==> config.mk <==
export PLATFORM = sky130hd
export DESIGN_NAME = link_top
export DESIGN_NICKNAME = d
export VERILOG_FILES = /design/src/hdl/link_pkg.sv /design/src/hdl/uart_byte_if.sv /design/src/hdl/uart_tx.sv /design/src/hdl/uart_rx.sv /design/src/hdl/link_ctrl.sv /design/src/hdl/link_top.sv
export VERILOG_INCLUDE_DIRS = /design/src /design/src/hdl
export SDC_FILE = /design/constraint.sdc
export NUM_CORES = 1
export LEC_CHECK = 0
export ABC_AREA = 0
export BUFFER_PORTS_ARGS = -buffer_cell sky130_fd_sc_hd__buf_2
export CAP_MARGIN = 5
export CORE_ASPECT_RATIO = 1.2
export CORE_MARGIN = 1
export CORE_UTILIZATION = 56
export DETAILED_ROUTE_END_ITERATION = 8
export PLACE_DENSITY_LB_ADDON = 0.05
export RECOVER_POWER = 50
export REMOVE_ABC_BUFFERS = 1
export SLEW_MARGIN = 20
export SYNTH_ARGS = -nofsm -noshare
export SYNTH_HDL_FRONTEND = slang
export SYNTH_SLANG_ARGS = --single-unit
export TNS_END_PERCENT = 10
==> constraint.sdc <==
create_clock -name clk -period 2.15 [get_ports clk]
set_input_delay 0.43 -clock clk [delete_from_list [all_inputs] [get_ports clk]]
set_output_delay 0.43 -clock clk [all_outputs]
set_load 0.01 [all_outputs]
==> src/hdl/link_config.svh <==
`ifndef LINK_CONFIG_SVH
`define LINK_CONFIG_SVH

// Clock cycles per serial bit.
// Kept short for simulation. A 48 MHz board running at 1 Mbaud would use 48.
`define LINK_BAUD_DIV 16

// Quiet time in clock cycles between reset release and the hello byte.
`define LINK_STARTUP_CYCLES 64

// Byte announced once the start-up delay has passed.
`define LINK_HELLO_BYTE 8'hA5

// Answer sent back for a frame that arrived with bad parity.
`define LINK_NAK_BYTE 8'h15

`endif

==> src/hdl/link_pkg.sv <==
package link_pkg;

    // One data byte as it travels over the link.
    typedef logic [7:0] byte_t;

    // ****************************************
    // Frame sequencing shared by both engines.
    // ****************************************

    // A frame is start, eight data bits, even parity and stop.
    typedef enum logic [2:0] {
        IDLE,   // Line held high, no frame in progress.
        START,  // Start bit, always low.
        DATA,   // Eight data bits, LSB first.
        PARITY, // Even parity over the data bits.
        STOP    // Stop bit, always high.
    } frame_phase_t;

    // Controller states, from power-up quiet time to normal echo service.
    typedef enum logic [1:0] {
        STARTUP, // Quiet time after reset.
        HELLO,   // Hello byte has been handed to the transmitter.
        READY,   // Reply slot empty.
        REPLY    // Reply slot full and waiting for the transmitter.
    } link_state_t;

endpackage

==> src/hdl/uart_byte_if.sv <==
`timescale 1ns/1ps

interface uart_byte_if;

    // Receive side, written by the receiver.
    link_pkg::byte_t rx_data;         // Last byte received, held until the next frame.
    logic            rx_done;         // One-cycle pulse when a frame is complete.
    logic            rx_parity_error; // Parity of the last frame did not match.

    // Transmit side.
    link_pkg::byte_t tx_data;  // Byte to send, captured on tx_start.
    logic            tx_start; // One-cycle request from the controller.
    logic            tx_busy;  // High while a frame is on the line.

    // The receiver only produces byte-level results.
    modport rx_side (output rx_data, rx_done, rx_parity_error);

    // The transmitter takes a byte and reports when the line is in use.
    modport tx_side (input tx_data, tx_start, output tx_busy);

    // The controller sits between the two engines.
    modport ctrl (
        input  rx_data, rx_done, rx_parity_error, tx_busy,
        output tx_data, tx_start
    );

endinterface

==> src/hdl/uart_tx.sv <==
`timescale 1ns/1ps
`include "link_config.svh"

module uart_tx (
    input  logic         clk,
    input  logic         rst_n,
    uart_byte_if.tx_side bus,
    output logic         tx
);

    localparam int BAUD_DIV = `LINK_BAUD_DIV;
    localparam int CNT_W    = $clog2(BAUD_DIV);
    localparam logic [CNT_W-1:0] BAUD_LAST = CNT_W'(BAUD_DIV - 1);

    link_pkg::frame_phase_t phase; // Which part of the frame is on the line.
    logic [CNT_W-1:0] baud_cnt;    // Cycles spent in the current bit.
    logic [2:0]       bit_cnt;     // Data bit index.
    link_pkg::byte_t  shift_q;     // Next data bit always sits in bit 0.
    logic             parity_q;    // Even parity of the captured byte.
    logic             bit_end;     // Last cycle of the current bit.

    assign bit_end     = (baud_cnt == BAUD_LAST);
    assign bus.tx_busy = (phase != link_pkg::IDLE); // Rises the cycle after tx_start.

    // ****************************************
    // Frame sequencer and line driver.
    // ****************************************

    always_ff @(posedge clk) begin
        if (!rst_n) begin
            phase    <= link_pkg::IDLE;
            baud_cnt <= '0;
            bit_cnt  <= '0;
            tx       <= 1'b1; // Idle level.
        end else begin
            if (phase != link_pkg::IDLE) begin
                baud_cnt <= bit_end ? '0 : baud_cnt + 1'b1;
            end
            case (phase)
                link_pkg::IDLE: begin
                    if (bus.tx_start) begin
                        phase    <= link_pkg::START;
                        baud_cnt <= '0;
                        tx       <= 1'b0; // Start bit goes out with busy.
                    end
                end
                link_pkg::START: begin
                    if (bit_end) begin
                        phase   <= link_pkg::DATA;
                        bit_cnt <= '0;
                        tx      <= shift_q[0]; // LSB first.
                    end
                end
                link_pkg::DATA: begin
                    if (bit_end) begin
                        if (bit_cnt == 3'd7) begin
                            phase <= link_pkg::PARITY;
                            tx    <= parity_q;
                        end else begin
                            bit_cnt <= bit_cnt + 1'b1;
                            tx      <= shift_q[0];
                        end
                    end
                end
                link_pkg::PARITY: begin
                    if (bit_end) begin
                        phase <= link_pkg::STOP;
                        tx    <= 1'b1; // Stop bit.
                    end
                end
                default: begin
                    if (bit_end) begin
                        phase <= link_pkg::IDLE; // Line stays high.
                    end
                end
            endcase
        end
    end

    // Byte capture and shifting. The shift runs one step ahead of the line.
    always_ff @(posedge clk) begin
        if (phase == link_pkg::IDLE && bus.tx_start) begin
            shift_q  <= bus.tx_data;
            parity_q <= ^bus.tx_data; // Even parity makes the ones count even.
        end else if (bit_end && (phase == link_pkg::START || phase == link_pkg::DATA)) begin
            shift_q <= shift_q >> 1;
        end
    end

endmodule

==> src/hdl/uart_rx.sv <==
`timescale 1ns/1ps
`include "link_config.svh"

module uart_rx (
    input  logic         clk,
    input  logic         rst_n,
    input  logic         rx,
    uart_byte_if.rx_side bus
);

    localparam int BAUD_DIV = `LINK_BAUD_DIV;
    localparam int CNT_W    = $clog2(BAUD_DIV);
    localparam logic [CNT_W-1:0] BAUD_LAST = CNT_W'(BAUD_DIV - 1);
    localparam logic [CNT_W-1:0] HALF_LAST = CNT_W'(BAUD_DIV / 2 - 1);

    logic [1:0]       sync_q;    // Two-stage synchroniser for the async line.
    logic             rx_s;      // Synchronised line level.
    logic             rx_prev;   // Line level one cycle earlier.
    link_pkg::frame_phase_t phase;
    logic [CNT_W-1:0] baud_cnt;
    logic [2:0]       bit_cnt;
    link_pkg::byte_t  shift_q;   // Data bits enter at the top and move down.
    logic             parity_q;  // Parity bit as received.
    logic             sample_now; // Middle of the current bit.
    logic             stop_ok;   // Stop bit sampled high.

    assign rx_s = sync_q[1];

    // The start bit is sampled half a bit in, every later bit one full bit later.
    assign sample_now = (phase == link_pkg::START) ? (baud_cnt == HALF_LAST)
                                                   : (baud_cnt == BAUD_LAST);
    assign stop_ok    = (phase == link_pkg::STOP) && sample_now && rx_s;

    // ****************************************
    // Synchroniser and frame sequencer.
    // ****************************************

    always_ff @(posedge clk) begin
        if (!rst_n) begin
            sync_q      <= 2'b11; // Line idles high so no false edge after reset.
            rx_prev     <= 1'b1;
            phase       <= link_pkg::IDLE;
            baud_cnt    <= '0;
            bit_cnt     <= '0;
            bus.rx_done <= 1'b0;
        end else begin
            sync_q      <= {sync_q[0], rx};
            rx_prev     <= rx_s;
            bus.rx_done <= 1'b0; // Pulse lasts one cycle.
            if (phase != link_pkg::IDLE) begin
                baud_cnt <= sample_now ? '0 : baud_cnt + 1'b1;
            end
            case (phase)
                link_pkg::IDLE: begin
                    if (rx_prev && !rx_s) begin // Falling edge opens a frame.
                        phase    <= link_pkg::START;
                        baud_cnt <= '0;
                    end
                end
                link_pkg::START: begin
                    if (sample_now) begin
                        // A high line at mid start bit was only a glitch.
                        phase   <= rx_s ? link_pkg::IDLE : link_pkg::DATA;
                        bit_cnt <= '0;
                    end
                end
                link_pkg::DATA: begin
                    if (sample_now) begin
                        bit_cnt <= bit_cnt + 1'b1;
                        if (bit_cnt == 3'd7) begin
                            phase <= link_pkg::PARITY;
                        end
                    end
                end
                link_pkg::PARITY: begin
                    if (sample_now) begin
                        phase <= link_pkg::STOP;
                    end
                end
                default: begin
                    if (sample_now) begin
                        phase       <= link_pkg::IDLE;
                        bus.rx_done <= rx_s; // A low stop bit drops the frame silently.
                    end
                end
            endcase
        end
    end

    // Payload path. Results change only when a frame closes with a good stop bit.
    always_ff @(posedge clk) begin
        if (phase == link_pkg::DATA && sample_now) begin
            shift_q <= {rx_s, shift_q[7:1]};
        end
        if (phase == link_pkg::PARITY && sample_now) begin
            parity_q <= rx_s;
        end
        if (stop_ok) begin
            bus.rx_data         <= shift_q;
            bus.rx_parity_error <= parity_q ^ (^shift_q); // Nonzero means odd ones count.
        end
    end

endmodule

==> src/hdl/link_ctrl.sv <==
`timescale 1ns/1ps
`include "link_config.svh"

module link_ctrl (
    input  logic      clk,
    input  logic      rst_n,
    uart_byte_if.ctrl bus,
    output logic      led_red,
    output logic      led_green,
    output logic      led_blue
);

    localparam int STARTUP_CYCLES = `LINK_STARTUP_CYCLES;
    localparam int WAIT_W = $clog2(STARTUP_CYCLES);
    localparam logic [WAIT_W-1:0] WAIT_LAST = WAIT_W'(STARTUP_CYCLES - 1);

    link_pkg::link_state_t state;
    logic [WAIT_W-1:0] wait_cnt;   // Start-up quiet time counter.
    link_pkg::byte_t   slot_q;     // The one pending reply byte.
    link_pkg::byte_t   reply_byte; // Echo or NAK for the byte just received.
    logic              hello_go;   // Quiet time is over this cycle.
    logic              send_now;   // Pending slot goes to the transmitter.
    logic              slot_load;  // Received byte is accepted into the slot.
    logic              led_event;  // A byte arrived after the hello.

    assign reply_byte = bus.rx_parity_error ? `LINK_NAK_BYTE : bus.rx_data;
    assign hello_go   = (state == link_pkg::STARTUP) && (wait_cnt == WAIT_LAST);

    // The held tx_start check covers the cycle before tx_busy rises.
    assign send_now   = (state == link_pkg::REPLY) && !bus.tx_busy && !bus.tx_start;

    // A full slot that is not leaving this cycle drops the newest byte.
    assign slot_load  = bus.rx_done && (state == link_pkg::READY || send_now);
    assign led_event  = bus.rx_done && (state == link_pkg::READY || state == link_pkg::REPLY);

    // ****************************************
    // Controller FSM and LED drivers.
    // ****************************************

    always_ff @(posedge clk) begin
        if (!rst_n) begin
            state        <= link_pkg::STARTUP;
            wait_cnt     <= '0;
            bus.tx_start <= 1'b0;
            led_red      <= 1'b1; // LEDs are active low, all off.
            led_green    <= 1'b1;
            led_blue     <= 1'b1;
        end else begin
            bus.tx_start <= 1'b0;
            case (state)
                link_pkg::STARTUP: begin
                    wait_cnt <= wait_cnt + 1'b1;
                    if (hello_go) begin
                        state        <= link_pkg::HELLO;
                        bus.tx_start <= 1'b1;
                        led_green    <= 1'b0; // Link is up.
                    end
                end
                link_pkg::HELLO: begin
                    if (bus.tx_busy) begin // Hello is on the line.
                        state <= link_pkg::READY;
                    end
                end
                link_pkg::READY: begin
                    if (slot_load) begin
                        state <= link_pkg::REPLY;
                    end
                end
                default: begin
                    if (send_now) begin
                        bus.tx_start <= 1'b1;
                        state <= slot_load ? link_pkg::REPLY : link_pkg::READY;
                    end
                end
            endcase
            if (led_event) begin
                if (bus.rx_parity_error) begin
                    led_red <= 1'b0;
                end else begin
                    led_red  <= 1'b1;      // A good byte clears the error light.
                    led_blue <= ~led_blue; // Blue follows the good byte count.
                end
            end
        end
    end

    // Outgoing byte and reply slot.
    always_ff @(posedge clk) begin
        if (hello_go) begin
            bus.tx_data <= `LINK_HELLO_BYTE;
        end else if (send_now) begin
            bus.tx_data <= slot_q;
        end
        if (slot_load) begin
            slot_q <= reply_byte;
        end
    end

endmodule

==> src/hdl/link_top.sv <==
`timescale 1ns/1ps

module link_top (
    input  logic clk,
    input  logic rst_n,
    input  logic rx,
    output logic tx,
    output logic led_red,
    output logic led_green,
    output logic led_blue
);

    // Byte-level link between the serial engines and the controller.
    uart_byte_if bus ();

    // ****************************************
    // Serial engines.
    // ****************************************

    uart_rx u_rx (
        .clk   (clk),
        .rst_n (rst_n),
        .rx    (rx),
        .bus   (bus.rx_side)
    );

    uart_tx u_tx (
        .clk   (clk),
        .rst_n (rst_n),
        .bus   (bus.tx_side),
        .tx    (tx)
    );

    // Start-up, echo and status lights.
    link_ctrl u_ctrl (
        .clk       (clk),
        .rst_n     (rst_n),
        .bus       (bus.ctrl),
        .led_red   (led_red),
        .led_green (led_green),
        .led_blue  (led_blue)
    );

endmodule

==> summary.md, run 1 <==
| Metric | Value |
|---|---|
| Post-cts resize count | 0 |
| DP Area | 0.003707 mm^2 |
| Synth Area in XOR/XNOR | 0.05108 |
| WL/cell | 12.48 um |
| Sink Count | 80 |
| Ys flop type | dfxtp_1 |
| Main area contributors after synthesis | edfxtp_1 (29%), dfxtp_1 (25%), ha_1 (4.5%) |
| Synth Area in Simple Gates | 0.2043 |
| Vias in the first global route | 2166 |
| WL final | 5341 um |
| Setup CP Type | reg -> reg |
| Endpoint type of the worst setup path | flip-flop |
| PortBufs | 6 |
| Synthesized flop and latch total | 80 |
| Fmax achieved | approximately 540 MHz |
| Total track usage | 0.1843 |
| Asr flop ratio synth | 0 |
| Number of enable flip-flop cells after synthesis | 35 |
| Worst rel slew slack | 0.2016 |
| Post-CTS Setup Repair Bufs | 0 |
| Final nets | 357 |
| Largest family of logic cells by synthesized area | simple AND/OR/NAND/NOR gates |
| CTS max path bufs | 2 |
| Initial antenna violation count | 0 |
| Clk slew on worst S/H paths | 0.08 ns |
| YS warnings | 0 |
| Syn Inst Count | about 330 |
| Fraction of synthesized area in multiplexers | 0.04726 |
| Syn_area_per_cell | 10.81 um^2 |
| Post-synth top cells | dfxtp_1 (45), edfxtp_1 (35), nand2_1 (33) |
| Vias | about 2300 |
| P_leak | 1.352 nW |
| P per Cell Area | around 710 mW/mm^2 |
| Dpl cells | 412 |
| Critical Path AT | 2.12 ns |
| Crit start category | flip-flop |
| Via-to-Cell Ratio | 5.348 |
| RePlAce Congestion | 0.7331 |
| Max cap viols | 0 |
| Drt drc | 0 |
| WHS | 0.2552 ns |
| Initial DRC Count | ~110 |
| Top Ports | 7 |
| Max IR drop VDD | 438.2 uV |
| Largest net degree at the start of global routing | 33 |
| Crit path max fanout | 9 |
| Root buffer cell | clkbuf_8 |
| Core area | 0.006128 mm^2 |
| Top-count cell post-synth | dfxtp_1 |
| Worst Clk Skew | between 0.005 and 0.006 ns |
| Routed Antenna Nets | 0 |
| Inserted Diodes | 0 |
| Die Area | 0.006756 mm^2 |
| Max-slew violation count | 0 |
| Register area share after synthesis | 0.5420 |
| Drt first pass iters | 4 |
| DIE WIDTH | between 70 and 80 um |
| PnR worst setup slack | 0.3118 ns |
| Post-CTS Hold Fix Bufs | 0 |
| CTS tree | done |
| Compound-cell area share of the yosys netlist | 0.08304 |
| Synth cell types | 41 |
| Synth Area in Adders | 0.04517 |
| H-tree level count | 3 |
| Final setup viols | 0 |
| Share of cells above drive strength 1 | 0.1069 |
| Run status | finished clean |
| Design area | 0.003892 mm^2 |
| Post-Layout Cell Count | ~430 |
| Setup tns final | 0 ns |
| Die Ht | 89.84 um |
| Clk_lat worst skew | 0.35 ns |
| Congestion Overflow GR | 0 |
| Worst hold path type | in -> reg |
| Pre-CTS setup slack | 0.3350 ns |
| Unrepaired setup endpoints after global routing | false |
| Number of CTS-inserted buffers | 9 |
| Global-route wire length before repair | 9418 um |
| Req. time, crit path | 2.43 ns |
| Post-synthesis cell type with the largest combined area | edfxtp_1 |
| Crit share post-route | 0.8550 |
| Rows | 31 |
| Post-Syn Area | 0.003601 mm^2 |
| DPL Wire Length | 3635 um |
| Initial core utilization | 0.5876 |
| Synth-to-Final Area Change | 8.096% |
| Worst Tran Pin Value | 1.198 ns |
| Endpoints failing hold | 0 |
| Area share of the largest cell type after synthesis | 0.2919 |
| Min cycle time layout | 1.838 ns |
==> routing by layer <==
layer | GRT usage | up-vias | wire, um
met5 | 0 | - | 0
met4 | 0.1065 | 0 | 147
met3 | 0.03700 | 11 | 117
met2 | 0.2935 | 22 | 2538
met1 | 0.2272 | 1070 | 2538
li1 | - | 1186 | -
==> power by group <==
group	internal [mW]	switching, mW
Clock	0.546	0.559
Sequential	1.58	0.0123
Combinational	0.0273	0.0270
==> worst max-delay path: stages (launching register included) <==
cell and delay [ns]:
dfxtp_1 0.41, inv_1 0.10, ha_1 0.33, nand3_1 0.13
nor2_1 0.10, o31ai_1 0.46, mux2i_1 0.23
==> layout make-up <==
class	count	area [um^2]
Sequential cell	80	1952
Timing Repair Buffer	13	72.57
Inverter	5	18.77
Clock buffer	9	123.9
Fill cell	547	2236
Tap cell	82	102.6
Multi-Input combinational cell	232	1546
Clock inverter	7	76.32
==> path summary, 6_finish.rpt <==
kind                   startpoint         endpoint  slack, ns  cells after the start
hold reg to reg    u_rx.sync_q[0]   u_rx.sync_q[1]       0.41                      1
setup reg to reg  u_ctrl.state[0]  u_ctrl.state[0]       0.31                      6
hold / removal                 rx   u_rx.sync_q[0]       0.26                      2
setup / recovery  u_ctrl.state[0]  u_ctrl.state[0]       0.31                      6
==> flip-flops by register name (all words and copies together), names as in the netlist, 2 cells and up <==
| register | count |
|---|---|
| u_ctrl.bus.tx_data | 8 |
| u_ctrl.slot_q | 8 |
| u_rx.bus.rx_data | 8 |
| u_rx.shift_q | 8 |
| u_tx.shift_q | 8 |
| u_ctrl.wait_cnt | 6 |
| u_rx.baud_cnt | 4 |
| u_tx.baud_cnt | 4 |
| u_rx.bit_cnt | 3 |
| u_rx.phase | 3 |
| u_tx.bit_cnt | 3 |
| u_tx.phase | 3 |
| u_ctrl.state | 2 |
| u_rx.sync_q | 2 |
==> logic make-up (layout without fill, tap and decap cells) <==
kind of cell	count (synthesis)	in the layout
adder cells (fa/ha/maj)	13	13
buffers and inverters	21	34
XOR/XNOR	21	21
flip-flops	80	80
AO/OA/AOI/OAI	48	48
multiplexers	16	16
AND/OR/NAND/NOR	134	134
==> cells in the final DEF, fill, tap and decap left out, types with 7 or more instances in the layout <==
| cell type | n |
|---|---|
| nor2_1 | 14 |
| xnor2_1 | 17 |
| ha_1 | 13 |
| clkbuf_8 | 9 |
| nor2b_1 | 17 |
| edfxtp_1 | 35 |
| a21boi_0 | 7 |
| mux2i_1 | 8 |
| nand2_1 | 33 |
| dfxtp_1 | 45 |
| nand3_1 | 16 |
| nor3_1 | 10 |
| o21ai_0 | 13 |
| a21oi_1 | 11 |
| mux2_2 | 8 |
==> stage by stage <==
stage / util / power [mW]
finish: 0.6352 / 2.754
global route: 0.6352 / 2.856
CTS: 0.6376 / 2.787
detailed placement: 0.6049 / 1.686
global placement: 0.6049 / 1.686
floorplan: - / 1.666
Power figures use the tool's default switching activity.
==> run 2: changes to the inputs <==
--- a/config.mk
+++ b/config.mk
@@ -10,9 +10,10 @@
 export BUFFER_PORTS_ARGS = -buffer_cell sky130_fd_sc_hd__buf_2
 export CAP_MARGIN = 5
 export CORE_ASPECT_RATIO = 1.2
-export CORE_MARGIN = 1
+export CORE_MARGIN = 10
 export CORE_UTILIZATION = 56
 export DETAILED_ROUTE_END_ITERATION = 8
+export MAX_ROUTING_LAYER = met4
 export PLACE_DENSITY_LB_ADDON = 0.05
 export RECOVER_POWER = 50
 export REMOVE_ABC_BUFFERS = 1
==> summary.md, run 2 (synthesized netlist as in run 1, its figures left out) <==
| Metric | Value |
|---|---|
| CTS tree | done (unchanged) |
| Routed Antenna Nets | 0 (unchanged) |
| P per Cell Area | 739.6 mW/mm^2 (was 707.6 mW/mm^2) |
| Final nets | 359 (was 357) |
| Min cycle time layout | 1.829 ns (was 1.838 ns) |
| Setup CP Type | reg -> reg (unchanged) |
| Worst rel slew slack | 0.4490 (was 0.2016) |
| DPL Wire Length | 3860 um (was 3635 um) |
| Req. time, crit path | 2.43 ns (about the same) |
| Vias in the first global route | 2115 (was 2166) |
| Rows | 31 (unchanged) |
| Crit start category | flip-flop (unchanged) |
| Final setup viols | 0 (unchanged) |
| H-tree level count | 3 (unchanged) |
| Worst hold path type | in -> reg (unchanged) |
| Initial antenna violation count | 0 (unchanged) |
| Sink Count | 80 (unchanged) |
| Dpl cells | 414 (was 412) |
| Post-CTS Setup Repair Bufs | 0 (unchanged) |
| Worst Clk Skew | 0.006912 ns (was 0.005803 ns) |
| Die Area | 0.01005 mm^2 (was 0.006756 mm^2) |
| Root buffer cell | clkbuf_8 (unchanged) |
| Commonest non-fill, non-tap cell in the layout | dfxtp_1 (unchanged) |
| Clk slew on worst S/H paths | 0.08 ns (about the same) |
| Number of CTS-inserted buffers | 9 (unchanged) |
| Total track usage | 0.1246 (was 0.1843) |
| Max cap viols | 0 (unchanged) |
| Run status | finished clean (unchanged) |
| Critical Path AT | 2.11 ns (was 2.12 ns) |
| DIE WIDTH | 93.20 um (was 75.20 um) |
| RePlAce Congestion | 0.7631 (was 0.7331) |
| Max-slew violation count | 0 (unchanged) |
| Unrepaired setup endpoints after global routing | false (unchanged) |
| P_leak | 1.376 nW (was 1.352 nW) |
| Commonest non-fill, non-tap cells in the layout | dfxtp_1 (45), edfxtp_1 (35), nand2_1 (33) (unchanged) |
| Post-cts resize count | 0 (unchanged) |
| Share of cells above drive strength 1 | 0.1063 (was 0.1069) |
| Vias | 2250 (was 2289) |
| Endpoint type of the worst setup path | flip-flop (unchanged) |
| PortBufs | 6 (unchanged) |
| Die Ht | 107.8 um (was 89.84 um) |
| Congestion Overflow GR | 0 (unchanged) |
| Post-CTS Hold Fix Bufs | 0 (unchanged) |
| Global-route wire length before repair | 9770 um (was 9418 um) |
| Crit path max fanout | 9 (unchanged) |
| WL final | 5507 um (was 5341 um) |
| Drt first pass iters | 4 (unchanged) |
| Core area | 0.006128 mm^2 (unchanged) |
| PnR worst setup slack | 0.3207 ns (was 0.3118 ns) |
| Crit share post-route | 0.8508 (was 0.8550) |
| CTS max path bufs | 2 (unchanged) |
| Fmax achieved | 546.7 MHz (was 544.0 MHz) |
| Pre-CTS setup slack | 0.3295 ns (was 0.3350 ns) |
| Initial core utilization | 0.5876 (unchanged) |
| Initial DRC Count | 94 (was 107) |
| Setup tns final | 0 ns (unchanged) |
| Inserted Diodes | 0 (unchanged) |
| Endpoints failing hold | 0 (unchanged) |
| Max IR drop VDD | 526.3 uV (was 438.2 uV) |
| Via-to-Cell Ratio | 5.233 (was 5.348) |
| Worst Tran Pin Value | 0.8266 ns (was 1.198 ns) |
| Top Ports | 7 (unchanged) |
| Clk_lat worst skew | 0.35 ns (about the same) |
| Post-Layout Cell Count | 430 (was 428) |
| Drt drc | 0 (unchanged) |
| Synth-to-Final Area Change | 9.138% (was 8.096%) |
| Largest net degree at the start of global routing | 22 (was 33) |
| WL/cell | 12.81 um (was 12.48 um) |
-- run 2: cell types whose count changed in the layout (fill, tap and decap cells not counted), sizes merged --
cell	change
clkinvlp	-2
bufinv	+1
clkbuf	+2
inv	+1
-- run 2: per-layer routing --
metal  routed length, um  vias to the layer above  GRT usage  part of all wire
li1                    -                     1192          -                 -
met1                2653                     1024     0.1468              0.48
met2                2572                       24     0.1896              0.47
met3                 128                       10    0.02582             0.023
met4                 153                        0    0.07947             0.028
met5                   0                        -          -                 0
-- run 2: final timing paths --
check | depth (start not counted) | from | slack, ns | endpoint
min | 2 | rx | 0.25 | u_rx.sync_q[0]
min reg2reg | 1 | u_rx.sync_q[0] | 0.41 | u_rx.sync_q[1]
max reg2reg | 6 | u_ctrl.state[0] | 0.32 | u_ctrl.state[0]
max | 6 | u_ctrl.state[0] | 0.32 | u_ctrl.state[0]
-- run 2: worst max-delay path, stage by stage (launching register included) --
cell and delay (ns):
dfxtp_1 0.41, inv_1 0.10, ha_1 0.33, nand3_1 0.13
nor2_1 0.11, o31ai_1 0.45, mux2i_1 0.24
-- run 2: power breakdown --
| part | internal, mW | total (mW) | switching (mW) | leakage [nW] |
|---|---|---|---|---|
| Combinational | 0.0273 | 0.0554 | 0.0281 | 0.592 |
| Clock | 0.676 | 1.26 | 0.580 | 0.117 |
| Sequential | 1.58 | 1.60 | 0.0126 | 0.667 |
-- run 2: metrics by stage --
stage | hold slack [ns] | utilization | cell area (um^2) | total power [mW]
final | 0.2546 | 0.6413 | 3930 | 2.907
after global routing | 0.2477 | 0.6413 | 3930 | 3.007
after CTS | 0.2408 | 0.6450 | 3953 | 2.942
after detailed placement | 0.3922 | 0.6074 | 3722 | 1.688
after global placement | 0.3908 | 0.6074 | 3722 | 1.686
after floorplan | 0.3863 | - | 3522 | 1.666
-- run 2: layout make-up --
type	instances	area [um^2]
Tap cell	82	102.6
Clock buffer	9	123.9
Fill cell	546	2198
Inverter	5	18.77
Multi-Input combinational cell	232	1546
Clock inverter	7	106.4
Sequential cell	80	1952
Timing Repair Buffer	15	80.08
